==> src/source/mpu_macros.svh <==
// Sizing macros for the thread-program store
// Memory depth, thread queue depth, ID and word widths

`ifndef MPU_MACROS_SVH
`define MPU_MACROS_SVH

////////////////////
// Instruction memory

// Words in the circular instruction memory, power of two
`define MPU_THREAD_MEM_SIZE 64

// Word width on the store and dispatch paths
`define MPU_INSTR_WIDTH 32

////////////////////
// Thread bookkeeping

// Depth of the thread-ID queue, power of two
`define MPU_NUM_THREAD_ENTRY 8

// Thread ID bits, map table has 2**width entries
`define MPU_ID_WIDTH 4

`endif

==> src/source/mpu_pkg.sv <==
// Memory-side types of the thread-program store
// Thread IDs, sizes, memory indices and store sequencer states

`default_nettype none

`include "mpu_macros.svh"

package mpu_pkg;

	// Thread identifier
	typedef logic [`MPU_ID_WIDTH-1:0] id_t;

	// Length or used size, one extra bit to hold the full memory size
	typedef logic [$clog2(`MPU_THREAD_MEM_SIZE):0] mpu_address_t;

	// Index into the instruction memory, wraps at the memory size
	typedef logic [$clog2(`MPU_THREAD_MEM_SIZE)-1:0] mem_index_t;

	// Store sequencer
	typedef enum logic [2:0] {
		IDLE,   // Waiting for a host request
		CHECK,  // Length word, fit test
		RCVID,  // Thread-ID word
		LOOKUP, // Map entry write
		STORE   // Instruction words
	} store_state_t;

endpackage

`default_nettype wire

==> src/source/isa_pkg.sv <==
// Instruction word type and the host store-word union

`default_nettype none

`include "mpu_macros.svh"

package isa_pkg;

	typedef struct packed {
		logic [5:0]  opcode;
		logic [4:0]  dst;
		logic [4:0]  src1;
		logic [4:0]  src2;
		logic [10:0] imm;
	} instr_t;

	// First word of a program
	typedef struct packed {
		logic [`MPU_INSTR_WIDTH-$bits(mpu_pkg::mpu_address_t)-1:0] pad;
		mpu_pkg::mpu_address_t length;
	} length_hdr_t;

	// Second word of a program
	typedef struct packed {
		logic [`MPU_INSTR_WIDTH-$bits(mpu_pkg::id_t)-1:0] pad;
		mpu_pkg::id_t id;
	} id_hdr_t;

	// Host word, meaning depends on the store sequencer state
	typedef union packed {
		instr_t      instr;
		length_hdr_t length_hdr;
		id_hdr_t     id_hdr;
	} store_word_u;

endpackage

`default_nettype wire

==> src/source/ring_buff_ctrl.sv <==
// Ring buffer pointer control with full and empty flags

`default_nettype none

module ring_buff_ctrl #(
	parameter int NUM_ENTRY = 8 // Power of two
) (
	input  wire                          clock,
	input  wire                          reset,
	input  wire                          we,
	input  wire                          re,
	output logic [$clog2(NUM_ENTRY)-1:0] waddr,
	output logic [$clog2(NUM_ENTRY)-1:0] raddr,
	output logic                         full,
	output logic                         empty
);

	localparam int WIDTH = $clog2(NUM_ENTRY);

	logic [WIDTH:0] count; // Occupancy, reaches NUM_ENTRY
	logic           do_write;
	logic           do_read;

	// Overflow and underflow requests are dropped
	assign do_write = we && !full;
	assign do_read  = re && !empty;

	assign full  = (count == NUM_ENTRY);
	assign empty = (count == '0);

	// Pointers wrap on their own width
	always_ff @(posedge clock) begin
		if (reset) begin
			waddr <= '0;
			raddr <= '0;
		end else begin
			if (do_write) begin
				waddr <= waddr + 1'b1;
			end
			if (do_read) begin
				raddr <= raddr + 1'b1;
			end
		end
	end

	always_ff @(posedge clock) begin
		if (reset) begin
			count <= '0;
		end else if (do_write && !do_read) begin
			count <= count + 1'b1;
		end else if (do_read && !do_write) begin
			count <= count - 1'b1;
		end
	end

endmodule

`default_nettype wire

==> src/source/thread_mem.sv <==
// Thread memory: store sequencer, instruction memory, thread-ID queue
// and the synchronous load port for the dispatcher

`default_nettype none

`include "mpu_macros.svh"

module thread_mem (
	input  wire                         clock,
	input  wire                         reset,
	input  wire                         store_req,
	input  wire isa_pkg::store_word_u   store_word,
	output logic                        store_accept,
	output logic                        store_wait,   // Length word does not fit yet
	input  wire mpu_pkg::mpu_address_t  used_size,
	output logic                        map_req,
	output mpu_pkg::id_t                map_id,
	output mpu_pkg::mpu_address_t       map_length,
	input  wire                         map_ack,
	output logic                        thread_ready,
	output mpu_pkg::id_t                thread_id,
	input  wire                         thread_pop,
	input  wire                         load_req,
	input  wire mpu_pkg::mem_index_t    load_address,
	output isa_pkg::instr_t             load_instr
);

	localparam int QUEUE_WIDTH = $clog2(`MPU_NUM_THREAD_ENTRY);

	mpu_pkg::store_state_t                  state;
	mpu_pkg::store_state_t                  next_state;
	mpu_pkg::mpu_address_t                  remain;        // Words left in this program
	mpu_pkg::mem_index_t                    store_address;
	mpu_pkg::id_t                           store_id;
	logic [$bits(mpu_pkg::mpu_address_t):0] need_size;
	logic                                   fits;
	logic                                   store_done;    // Last instruction accepted

	logic [QUEUE_WIDTH-1:0] waddr;
	logic [QUEUE_WIDTH-1:0] raddr;
	logic                   queue_full;
	logic                   queue_empty;

	mpu_pkg::id_t    thread_ids [`MPU_NUM_THREAD_ENTRY];
	isa_pkg::instr_t instr_mem  [`MPU_THREAD_MEM_SIZE];

	////////////////////
	// Store sequencer

	// Extra bit so the sum cannot wrap
	assign need_size = {1'b0, used_size} + {1'b0, store_word.length_hdr.length};
	assign fits      = (need_size <= `MPU_THREAD_MEM_SIZE) && !queue_full;

	always_comb begin
		case (state)
			mpu_pkg::CHECK: store_accept = store_req && fits;
			mpu_pkg::RCVID: store_accept = store_req;
			mpu_pkg::STORE: store_accept = store_req;
			default:        store_accept = 1'b0;
		endcase
	end

	assign store_wait = (state == mpu_pkg::CHECK) && store_req && !fits;
	assign store_done = (state == mpu_pkg::STORE) && store_accept && (remain == 1);

	always_comb begin
		next_state = state;
		case (state)
			mpu_pkg::IDLE: begin
				if (store_req) begin
					next_state = mpu_pkg::CHECK;
				end
			end
			mpu_pkg::CHECK: begin
				if (store_accept) begin
					next_state = mpu_pkg::RCVID;
				end
			end
			mpu_pkg::RCVID: begin
				if (store_accept) begin
					next_state = mpu_pkg::LOOKUP;
				end
			end
			mpu_pkg::LOOKUP: begin
				if (map_ack) begin
					next_state = mpu_pkg::STORE;
				end
			end
			mpu_pkg::STORE: begin
				if (store_accept && remain == 1) begin // Last instruction
					next_state = mpu_pkg::IDLE;
				end
			end
			default: next_state = mpu_pkg::IDLE;
		endcase
	end

	always_ff @(posedge clock) begin
		if (reset) begin
			state         <= mpu_pkg::IDLE;
			remain        <= '0;
			store_address <= '0;
		end else begin
			state <= next_state;
			if (state == mpu_pkg::CHECK && store_accept) begin
				remain <= store_word.length_hdr.length;
			end else if (state == mpu_pkg::STORE && store_accept) begin
				remain        <= remain - 1'b1;
				store_address <= store_address + 1'b1; // Wraps with the map base
			end
		end
	end

	always_ff @(posedge clock) begin
		if (state == mpu_pkg::RCVID && store_accept) begin
			store_id <= store_word.id_hdr.id;
		end
	end

	// Map entry request, length still intact until STORE
	assign map_req    = (state == mpu_pkg::LOOKUP);
	assign map_id     = store_id;
	assign map_length = remain;

	////////////////////
	// Instruction memory

	always_ff @(posedge clock) begin
		if (state == mpu_pkg::STORE && store_accept) begin
			instr_mem[store_address] <= store_word.instr;
		end
	end

	always_ff @(posedge clock) begin
		if (load_req) begin
			load_instr <= instr_mem[load_address];
		end
	end

	////////////////////
	// Thread-ID queue

	ring_buff_ctrl #(
		.NUM_ENTRY (`MPU_NUM_THREAD_ENTRY)
	) id_queue (
		.clock (clock),
		.reset (reset),
		.we    (store_done), // Push once the whole program is in memory
		.re    (thread_pop),
		.waddr (waddr),
		.raddr (raddr),
		.full  (queue_full),
		.empty (queue_empty)
	);

	always_ff @(posedge clock) begin
		if (store_done) begin
			thread_ids[waddr] <= store_id;
		end
	end

	assign thread_ready = !queue_empty;
	assign thread_id    = thread_ids[raddr];

endmodule

`default_nettype wire

==> src/source/map_manager.sv <==
// Map manager: base and length per thread ID, write base
// and used-size accounting

`default_nettype none

`include "mpu_macros.svh"

module map_manager (
	input  wire                         clock,
	input  wire                         reset,
	input  wire                         map_req,
	input  wire mpu_pkg::id_t           map_id,
	input  wire mpu_pkg::mpu_address_t  map_length,
	output logic                        map_ack,
	input  wire mpu_pkg::id_t           lookup_id,
	output mpu_pkg::mem_index_t         lookup_base,
	output mpu_pkg::mpu_address_t       lookup_length,
	input  wire                         thread_release,
	input  wire mpu_pkg::mpu_address_t  release_length,
	output mpu_pkg::mpu_address_t       used_size
);

	localparam int NUM_ID = 1 << `MPU_ID_WIDTH;

	mpu_pkg::mem_index_t   base_table   [NUM_ID];
	mpu_pkg::mpu_address_t length_table [NUM_ID];
	mpu_pkg::mem_index_t   write_base;  // Sum of stored lengths mod memory size
	logic                  table_write;
	mpu_pkg::mpu_address_t add_size;
	mpu_pkg::mpu_address_t sub_size;

	////////////////////
	// Entry write

	// First cycle of a request only
	assign table_write = map_req && !map_ack;

	always_ff @(posedge clock) begin
		if (reset) begin
			map_ack <= 1'b0;
		end else begin
			map_ack <= table_write;
		end
	end

	always_ff @(posedge clock) begin
		if (table_write) begin
			base_table[map_id]   <= write_base;
			length_table[map_id] <= map_length;
		end
	end

	// Low bits only, full-size length leaves the base in place
	always_ff @(posedge clock) begin
		if (reset) begin
			write_base <= '0;
		end else if (table_write) begin
			write_base <= write_base + mpu_pkg::mem_index_t'(map_length);
		end
	end

	// Dispatcher side
	assign lookup_base   = base_table[lookup_id];
	assign lookup_length = length_table[lookup_id];

	////////////////////
	// Used size

	assign add_size = table_write ? map_length : '0;
	assign sub_size = thread_release ? release_length : '0;

	// Store and release in one cycle both count
	always_ff @(posedge clock) begin
		if (reset) begin
			used_size <= '0;
		end else begin
			used_size <= used_size + add_size - sub_size;
		end
	end

endmodule

`default_nettype wire

==> src/source/thread_dispatch.sv <==
// Thread dispatcher: pops threads in store order and streams
// their instructions out under valid/ready

`default_nettype none

module thread_dispatch (
	input  wire                         clock,
	input  wire                         reset,
	input  wire                         thread_ready,
	input  wire mpu_pkg::id_t           thread_id,
	output logic                        thread_pop,
	output mpu_pkg::id_t                lookup_id,
	input  wire mpu_pkg::mem_index_t    lookup_base,
	input  wire mpu_pkg::mpu_address_t  lookup_length,
	output logic                        load_req,
	output mpu_pkg::mem_index_t         load_address,
	input  wire isa_pkg::instr_t        load_instr,
	output logic                        instr_valid,
	output isa_pkg::instr_t             instr,
	output mpu_pkg::id_t                instr_thread_id,
	output logic                        instr_last,
	input  wire                         instr_ready,
	output logic                        thread_release,
	output mpu_pkg::mpu_address_t       release_length
);

	logic                  active;       // Thread in progress
	logic                  pend;         // Read word waiting on load_instr
	logic                  out_free;
	logic                  capture;
	logic                  fetch;
	mpu_pkg::mem_index_t   next_address;
	mpu_pkg::mpu_address_t load_left;    // Loads still to issue
	mpu_pkg::mpu_address_t capture_left; // Words still to reach the output
	mpu_pkg::mpu_address_t cur_length;
	mpu_pkg::id_t          cur_id;

	assign thread_pop = !active && thread_ready;
	assign lookup_id  = thread_id;

	assign out_free = !instr_valid || instr_ready;
	assign capture  = pend && out_free;
	// Hold off while the output is stuck and a word is already read
	assign fetch    = active && (load_left != '0) && (!pend || out_free);

	// First load goes out in the pop cycle
	assign load_req     = thread_pop || fetch;
	assign load_address = thread_pop ? lookup_base : next_address;

	assign thread_release = instr_valid && instr_ready && instr_last;
	assign release_length = cur_length;

	always_ff @(posedge clock) begin
		if (reset) begin
			active       <= 1'b0;
			pend         <= 1'b0;
			instr_valid  <= 1'b0;
			load_left    <= '0;
			capture_left <= '0;
		end else begin
			pend <= load_req || (pend && !out_free);
			if (thread_pop) begin
				active       <= 1'b1;
				load_left    <= lookup_length - 1'b1;
				capture_left <= lookup_length;
			end else begin
				if (thread_release) begin
					active <= 1'b0;
				end
				if (fetch) begin
					load_left <= load_left - 1'b1;
				end
				if (capture) begin
					capture_left <= capture_left - 1'b1;
				end
			end
			if (capture) begin
				instr_valid <= 1'b1;
			end else if (instr_ready) begin
				instr_valid <= 1'b0;
			end
		end
	end

	// Thread context and output payload
	always_ff @(posedge clock) begin
		if (thread_pop) begin
			next_address <= lookup_base + 1'b1;
			cur_length   <= lookup_length;
			cur_id       <= thread_id;
		end else if (fetch) begin
			next_address <= next_address + 1'b1; // Wraps at memory size
		end
		if (capture) begin
			instr           <= load_instr;
			instr_thread_id <= cur_id;
			instr_last      <= (capture_left == 1);
		end
	end

endmodule

`default_nettype wire

==> src/source/mpu_top.sv <==
// Thread-program store top: thread memory, map manager, dispatcher

`default_nettype none

module mpu_top (
	input  wire                        clock,
	input  wire                        reset,
	input  wire                        store_req,
	input  wire isa_pkg::store_word_u  store_word,
	output logic                       store_accept,
	output logic                       store_wait,
	output logic                       instr_valid,
	output isa_pkg::instr_t            instr,
	output mpu_pkg::id_t               instr_thread_id,
	output logic                       instr_last,
	input  wire                        instr_ready
);

	// Store side to map manager
	wire mpu_pkg::mpu_address_t used_size;
	wire                        map_req;
	wire mpu_pkg::id_t          map_id;
	wire mpu_pkg::mpu_address_t map_length;
	wire                        map_ack;

	// Queue and load port to dispatcher
	wire                        thread_ready;
	wire mpu_pkg::id_t          thread_id;
	wire                        thread_pop;
	wire                        load_req;
	wire mpu_pkg::mem_index_t   load_address;
	wire isa_pkg::instr_t       load_instr;

	// Dispatcher to map manager
	wire mpu_pkg::id_t          lookup_id;
	wire mpu_pkg::mem_index_t   lookup_base;
	wire mpu_pkg::mpu_address_t lookup_length;
	wire                        thread_release;
	wire mpu_pkg::mpu_address_t release_length;

	thread_mem thread_mem (
		.clock        (clock),
		.reset        (reset),
		.store_req    (store_req),
		.store_word   (store_word),
		.store_accept (store_accept),
		.store_wait   (store_wait),
		.used_size    (used_size),
		.map_req      (map_req),
		.map_id       (map_id),
		.map_length   (map_length),
		.map_ack      (map_ack),
		.thread_ready (thread_ready),
		.thread_id    (thread_id),
		.thread_pop   (thread_pop),
		.load_req     (load_req),
		.load_address (load_address),
		.load_instr   (load_instr)
	);

	map_manager map_manager (
		.clock          (clock),
		.reset          (reset),
		.map_req        (map_req),
		.map_id         (map_id),
		.map_length     (map_length),
		.map_ack        (map_ack),
		.lookup_id      (lookup_id),
		.lookup_base    (lookup_base),
		.lookup_length  (lookup_length),
		.thread_release (thread_release),
		.release_length (release_length),
		.used_size      (used_size)
	);

	thread_dispatch thread_dispatch (
		.clock           (clock),
		.reset           (reset),
		.thread_ready    (thread_ready),
		.thread_id       (thread_id),
		.thread_pop      (thread_pop),
		.lookup_id       (lookup_id),
		.lookup_base     (lookup_base),
		.lookup_length   (lookup_length),
		.load_req        (load_req),
		.load_address    (load_address),
		.load_instr      (load_instr),
		.instr_valid     (instr_valid),
		.instr           (instr),
		.instr_thread_id (instr_thread_id),
		.instr_last      (instr_last),
		.instr_ready     (instr_ready),
		.thread_release  (thread_release),
		.release_length  (release_length)
	);

endmodule

`default_nettype wire

==> config.mk <==
export PLATFORM = sky130hd
export DESIGN_NAME = mpu_top
export DESIGN_NICKNAME = d
export VERILOG_FILES = /design/src/source/mpu_pkg.sv /design/src/source/isa_pkg.sv /design/src/source/ring_buff_ctrl.sv /design/src/source/thread_mem.sv /design/src/source/map_manager.sv /design/src/source/thread_dispatch.sv /design/src/source/mpu_top.sv
export VERILOG_INCLUDE_DIRS = /design/src /design/src/source
export SDC_FILE = /design/constraint.sdc
export NUM_CORES = 2
export LEC_CHECK = 0
export BUFFER_PORTS_ARGS = -buffer_cell sky130_fd_sc_hd__buf_2
export CORE_MARGIN = 1.5
export CORE_UTILIZATION = 50
export CTS_CLUSTER_SIZE = 12
export DETAILED_ROUTE_END_ITERATION = 12
export PLACE_DENSITY = 0.65
export SYNTH_ARGS = -nofsm -noshare
export SYNTH_HDL_FRONTEND = slang
export SYNTH_HIERARCHICAL = 1
export SYNTH_SLANG_ARGS = --single-unit
==> constraint.sdc <==
create_clock -name clock -period 7.1 [get_ports clock]
set_input_delay 0.355 -clock clock [delete_from_list [all_inputs] [get_ports clock]]
set_output_delay 0.355 -clock clock [all_outputs]
set_load 0.02 [all_outputs]
After elaboration in Yosys (flattened, before gate mapping)
Memory sizes are Yosys's and may differ from the RTL's. A register that Yosys moved wholly into a read port is not among the register bits. Index checks and enable logic that the tools add are counted. W data, S select, Z words.

Register bits: 115. Memories: 4. Input port bits: 36. Word-level logic and storage cells: 137. Memory bits (writable): 2288.

Order comparisons: 1. $add $sub $neg: 15. Equal/unequal tests: 12. Bitwise operators: 1. Multiplexer cells: 32. Reduce and logical (&&, ||, !) cells: 47.

Memory list: thread_mem.instr_mem (depth 64, bits a word 32, rd ports 1, clocked after memory_dff 1, wr ports 1, line thread_mem.sv:45) `` isa_pkg::instr_t instr_mem [`MPU_THREAD_MEM_SIZE]; ``; map_manager.length_table (depth 16, bits a word 7, rd ports 1, clocked after memory_dff 0, wr ports 1, line map_manager.sv:26) `mpu_pkg::mpu_address_t length_table [NUM_ID];`; map_manager.base_table (depth 16, bits a word 6, rd ports 1, clocked after memory_dff 0, wr ports 1, line map_manager.sv:25) `mpu_pkg::mem_index_t base_table [NUM_ID];`; thread_mem.thread_ids (depth 8, bits a word 4, rd ports 1, clocked after memory_dff 1, wr ports 1, line thread_mem.sv:44) `` mpu_pkg::id_t thread_ids [`MPU_NUM_THREAD_ENTRY]; ``.

Operators with widths (count): $mux W7 (8); $sub A7 B1 Y7 const B (4); $logic_and A1 B1 Y1 (21); $mux W3 (7); $add A6 B1 Y6 const B (3); $mux W6 (3); $pmux W3 S5 (1); $eq A7 B1 Y1 const B (2); $reduce_bool A2 Y1 (6); $logic_not A1 Y1 (10); $mux W1 (10); $add A7 B7 Y8 (1); $le A8 B7 Y1 const B (1); $mux W4 (2); $add A7 B7 Y7 (1); $reduce_bool A7 Y1 (1); $sub A7 B7 Y7 (1); $add A3 B1 Y3 const B (2); $add A6 B6 Y6 (1); $eq A3 B2 Y1 const B (2); $ne A2 B2 Y1 const B (3); $reduce_and A5 Y1 (1); $add A4 B1 Y4 const B (1); $eq A4 B4 Y1 const B (1); 11 further kinds (15).

Longest topological paths before layout
Depth after elaboration: 12. Depth in mapped cells: 19.

Cells and area by module
The synthesis kept the hierarchy.

By module, submodules not included: thread_mem (seq. area each 63861.2 µm², cells each 3239, area an instance 81325.5 µm², instances 1); map_manager (seq. area each 6526.3 µm², cells each 449, area an instance 9034.9 µm², instances 1); thread_dispatch (seq. area each 1961.9 µm², cells each 205, area an instance 2844.0 µm², instances 1); ring_buff_ctrl (seq. area each 200.2 µm², cells each 57, area an instance 545.5 µm², instances 1).

Worst setup path before layout
Ideal clock, no wire load.

Path type: reg-to-reg. Start point: register, netlist name thread_mem/id_queue/raddr[0]. End point: register, netlist name thread_mem/load_instr[10]. Path slack: 1.826 ns. Buffers on the path: 6. Required time: 6.828 ns. Cell stages (with the launch flop): 16. Arrival time: 5.002 ns. Cell sequence: dfxtp_1 -> clkbuf_1 -> mux4_2 -> mux2_2 -> buf_4 -> buf_6 -> buf_4 -> mux4_2 -> mux4_2 -> mux2i_1 -> inv_1 -> buf_2 -> buf_1 -> mux4_2 -> mux4_2 -> mux4_2.

==> results <==
- At the later pin of the worst-skew pair, clock insertion delay measures roughly 0.87 ns.
- The top flip-flop cell by instance count after synthesis is edfxtp_1.
- During I/O placement, the number of pins put on the boundary was 76.
- The estimated wirelength of the detail-placed design is about 130000 um.
- Each instance of the synthesized netlist takes up on average roughly 24 sq um.
- The analysis attributes to cell leakage a power of about 32 nW.
- Power comes to about 28 mW.
- For this run, the number of standard cells in the final layout without fillers is just under 7000.
- The number of design rule violations left after detail routing is 0.
- The post-placement cell count is ~6400.
- On the critical path, the stage with the largest delay is an instance of dfxtp_1.
- The final layout contains about 4300 nets.
- Of the total power, the share spent switching nets is 0.197.
- The count of buffer and inverter cells on the critical path is 2.
- TritonCTS built the clock tree.
- The net switching power figure is between 5 and 6 mW.
- The share of final-layout standard cells stronger than drive strength 1 is 0.304.
- Counting every net in the synthesized netlist gives 4026.
- Once detail routing completed, the nets flagged for antenna violations numbered 0.
- The wire length per cell is around 35 um.
- From synthesis to final layout, the design area changed by 11.8%.
- The proportion of synthesized chip area in sequential cells is 0.774.
- The maximum level of the CTS H-tree is 4.
- The critical path class is flip-flop to flip-flop.
- The die area is 190000 sq um.
- The endpoint identified for the worst register-to-register timing path is thread_mem/load_instr[15].
- Power spread over the standard cell area amounts to approximately 270 nW/um^2.
- The number of buffers inserted by port buffering is 75.
- The final wirelength is about 240000 um.
- STA classifies the critical path startpoint as a flip-flop.
- The floorplan step set the die height to roughly 440 um.
- IR analysis of the VDD net gives a maximum drop of 0.236 mV.
- The worst path meets setup with between 0.9 and 1 ns of slack.
- The longest individual stage delay on the worst path is 0.70 ns.
- The path with the worst hold slack has its endpoint at thread_mem/instr_mem[55][1].
- Timing analysis after detailed placement gives a worst setup slack of ~0.95 ns.
- Setup repair after global routing left no endpoint under its margin.
- Of the total power, combinational logic draws 0.014.
- In this run, CTS created clock tree buffers numbering approximately 240.
- Fill cells in the final layout number 13471.
- The initial antenna violation count is 13.
- The post-route setup TNS is 0 ns.
- STA classifies the critical path endpoint as a flip-flop.
- The netlist area before placement is between 90000 and 100000 sq um.
- The data arrival time of the critical path is 6.68 ns.
- During synthesis, Yosys emitted a total of 6 warnings.
- The fraction of post-synthesis cell area in the top cell type by area is 0.762.
- The root buffer cell is clkbuf_16.
- Clock skew on the completed layout was measured at slightly below 0.03 ns.
- The signal on the critical path passes through mux4_2 -> mux2_4 -> mux4_2 -> mux4_2 -> mux2i_1 -> inv_8 -> buf_4 -> mux4_2 -> nor2b_1 -> a211oi_1 -> a21oi_1 -> a211oi_1 -> a21oi_1.
- The routability congestion estimate is about 0.8.
- By area the synthesized netlist is led by edfxtp_1 76%, mux4_2 18%, dfxtp_1 1.2%, nor2_1 0.57%, ha_1 0.41%.
- The minimum clock period after layout is slightly above 6 ns.
- Among cell families on the critical path, the largest total delay comes from multiplexers.
- The total cell area at the placement stage is 97800 sq um.
- Summed over all layers, the global routing overflow is 0.
- Using the TritonRoute via totals, the vias-per-cell ratio works out to 6.46.
- The path class of the lowest-slack min-delay path is input pin to flip-flop.
- The first TritonRoute pass finished after 5 iterations.
- The startpoint identified for the worst register-to-register timing path is thread_mem/id_queue/raddr[0].
- The run finished with clean final reports.
- The hold slack is about 0.065 ns.
- The total number of vias is around 44000.
- The data required time of the worst path is 7.67 ns.
- The count of pins over their slew limit is 0.
- Max-cap violations in this run came to 0.
- The number of register bits inferred by synthesis is 2435.
- The cell count of the worst reg-to-reg path is 13.
- In the finished design, the share of the clock period the worst path needs comes to 0.861.
- No sink is reached through more buffers than the 3 on the longest clock path.
- Entering global routing, the biggest net connects between 100 and 150 pins.
- For this run, the top clock speed supported by timing is 0.164 GHz.
- The part of the total power dissipated in sequential elements is 0.568.
- The number of setup buffers added after CTS is 0.
- The number of hold violations in the final report is 0.
- The via count of the first global-routing pass is around 44000.
- CTS saw ~2400 sinks.
- After synthesis, the netlist uses 67 different library cells.
- The global routing usage summed across all routing layers is 0.253.
- edfxtp_1 takes more of the synthesized area than any other cell.
- The total setup violations reported at the end of the flow is 0.
- The core outline area is 186000 sq um.
- The power share of the clock group is 0.418.
- With fillers left out, the area of the finished cells amounts to 105000 sq um.
- Clock-pin slew was measured on the worst setup and hold paths at about 0.06 ns.
- By instance count, the cell type seen most on the critical path is mux4_2.
- The violation count after the first detailed-routing iteration is between 5000 and 6000.
- Measured along the x axis, the die boundary spans 436 um.
- After synthesis, the share of flip-flops with an asynchronous set or reset is 0.
- The utilization of the core after routing is 0.564.
- Measured against its own limit, the worst slew margin works out to 0.176.
- The synthesized instance count is a little under 4000.
- Setup slack on the worst reg-to-reg path comes out at approximately 1 ns.
- The internal power of the cells is ~22 mW.
- Along the worst path, the maximum fanout reaches 37.
- The number of flops mapped to enable cells by yosys is 2378.
- The startpoint of the lowest-slack hold path is store_word[1].
- In this run the core area contains around 160 standard-cell rows.
- The initial core utilization is 0.504.
- For the pin with the worst max-slew slack, the measured transition is approximately 1.2 ns.
- The first-pass GRT wire length is about 340000 um.
- Counting instances, the worst hold path has a depth of 2.
-- Yosys cell counts (6+ instances only) --
library cell  instances
buf_6                 8
a21o_1                7
mux4_2              733
nor2b_1              22
xnor2_1              19
buf_1                25
mux2_2                6
nand2_1              44
fa_1                  9
clkbuf_1             93
inv_1                37
a211oi_1             30
mux2i_1              24
nand3_1              18
nor2_1              142
buf_4                34
xor2_1               20
dfxtp_1              57
edfxtp_1           2378
buf_2                44
o21ai_0               8
and2_1               13
or3_1                10
a21oi_1              38
nand2b_1             14
ha_1                 31
nor3_1               17
-- worst register-to-register path: stages, from the launching register on --
cell and delay, ns:
dfxtp_1 0.70, mux4_2 0.62, mux2_4 0.51, mux4_2 0.52
mux4_2 0.49, mux2i_1 0.41, inv_8 0.28, buf_4 0.48
mux4_2 0.49, nor2b_1 0.14, a211oi_1 0.38, a21oi_1 0.11
a211oi_1 0.64, a21oi_1 0.08
-- registers in the layout (all words and copies together), names as in the netlist, 32 cells and up --
signal / flops
map_manager/base_table: 96
map_manager/length_table: 112
thread_dispatch/instr: 32
thread_mem/instr_mem: 2048
thread_mem/load_instr: 32
thread_mem/thread_ids: 32
-- cell type report --
| type | count | area (sq um) | area share |
|---|---|---|---|
| clock buffer | 324 | 6470 | 0.0618 |
| timing repair buffer | 195 | 1420 | 0.0135 |
| sequential | 2435 | 72500 | 0.692 |
| antenna | 1 | 2.50 | 0.0000239 |
| clock inverter | 64 | 522 | 0.00498 |
| tap | 2480 | 3100 | 0.0296 |
| multi-input combinational | 1274 | 20600 | 0.197 |
| inverter | 37 | 154 | 0.00147 |
-- kinds of logic (layout without fill, tap and decap cells) --
kind of cell | Yosys count | in the layout | synth area share
flops | 2435 | 2435 | 0.774
mux | 763 | 763 | 0.179
simple gates | 317 | 317 | 0.0164
buf+inv | 241 | 620 | 0.0122
compound gates | 115 | 115 | 0.00841
fa+ha+maj | 40 | 40 | 0.00606
xor+xnor | 39 | 39 | 0.00364
other cells | 0 | 1 | 0
-- worst max path at each step --
stage | start | cells after the start | slack (ns) | end
final | thread_mem/id_queue/raddr[0] | 13 | 0.99 | thread_mem/load_instr[15]
after global routing | thread_mem/id_queue/raddr[0] | 13 | 0.64 | thread_mem/load_instr[15]
after CTS | thread_mem/id_queue/raddr[0] | 13 | 0.92 | thread_mem/load_instr[15]
after detailed placement | thread_mem/id_queue/raddr[0] | 13 | 0.95 | thread_mem/load_instr[15]
after global placement | thread_mem/id_queue/raddr[0] | 13 | 0.91 | thread_mem/load_instr[15]
after floorplan | thread_mem/id_queue/raddr[0] | 15 | 1.83 | thread_mem/load_instr[10]
-- power by group through the flow --
stage	Clock (mW)	Sequential (mW)	Combinational, mW
after floorplan	0	16.1	0.154
after global routing	12.3	15.8	0.424
after global placement	0	16.1	0.359
after detailed placement	0	16.1	0.382
after CTS	11.8	15.8	0.383
final	11.6	15.8	0.381
-- metal layers --
| layer | GRT usage | vias up | routed length, um |
|---|---|---|---|
| li1 | - | 17295 | - |
| met1 | 0.362 | 24073 | 94800 |
| met2 | 0.402 | 2223 | 116000 |
| met3 | 0.0473 | 401 | 21700 |
| met4 | 0.0749 | 6 | 7000 |
| met5 | 0 | - | 44 |
-- what timing repair did --
item,CTS,global route
hold buffers,2,0
endpoints found under the setup margin,0,0
resized for setup,0,0
endpoints found under the hold margin,4,0
-- cells in the final DEF, fill, tap and decap left out, types with 24 or more instances in the layout --
cell       instances
clkbuf_16        243
clkbuf_1          72
nand2_1           41
a211oi_1          30
dfxtp_1           57
buf_4            107
clkinv_1          35
edfxtp_1        2378
nor2_4            64
mux4_2           733
mux2i_1           24
ha_1              31
a21oi_1           38
inv_1             35
buf_2             75
nor2_1            66
Power figures use the tool's default switching activity.
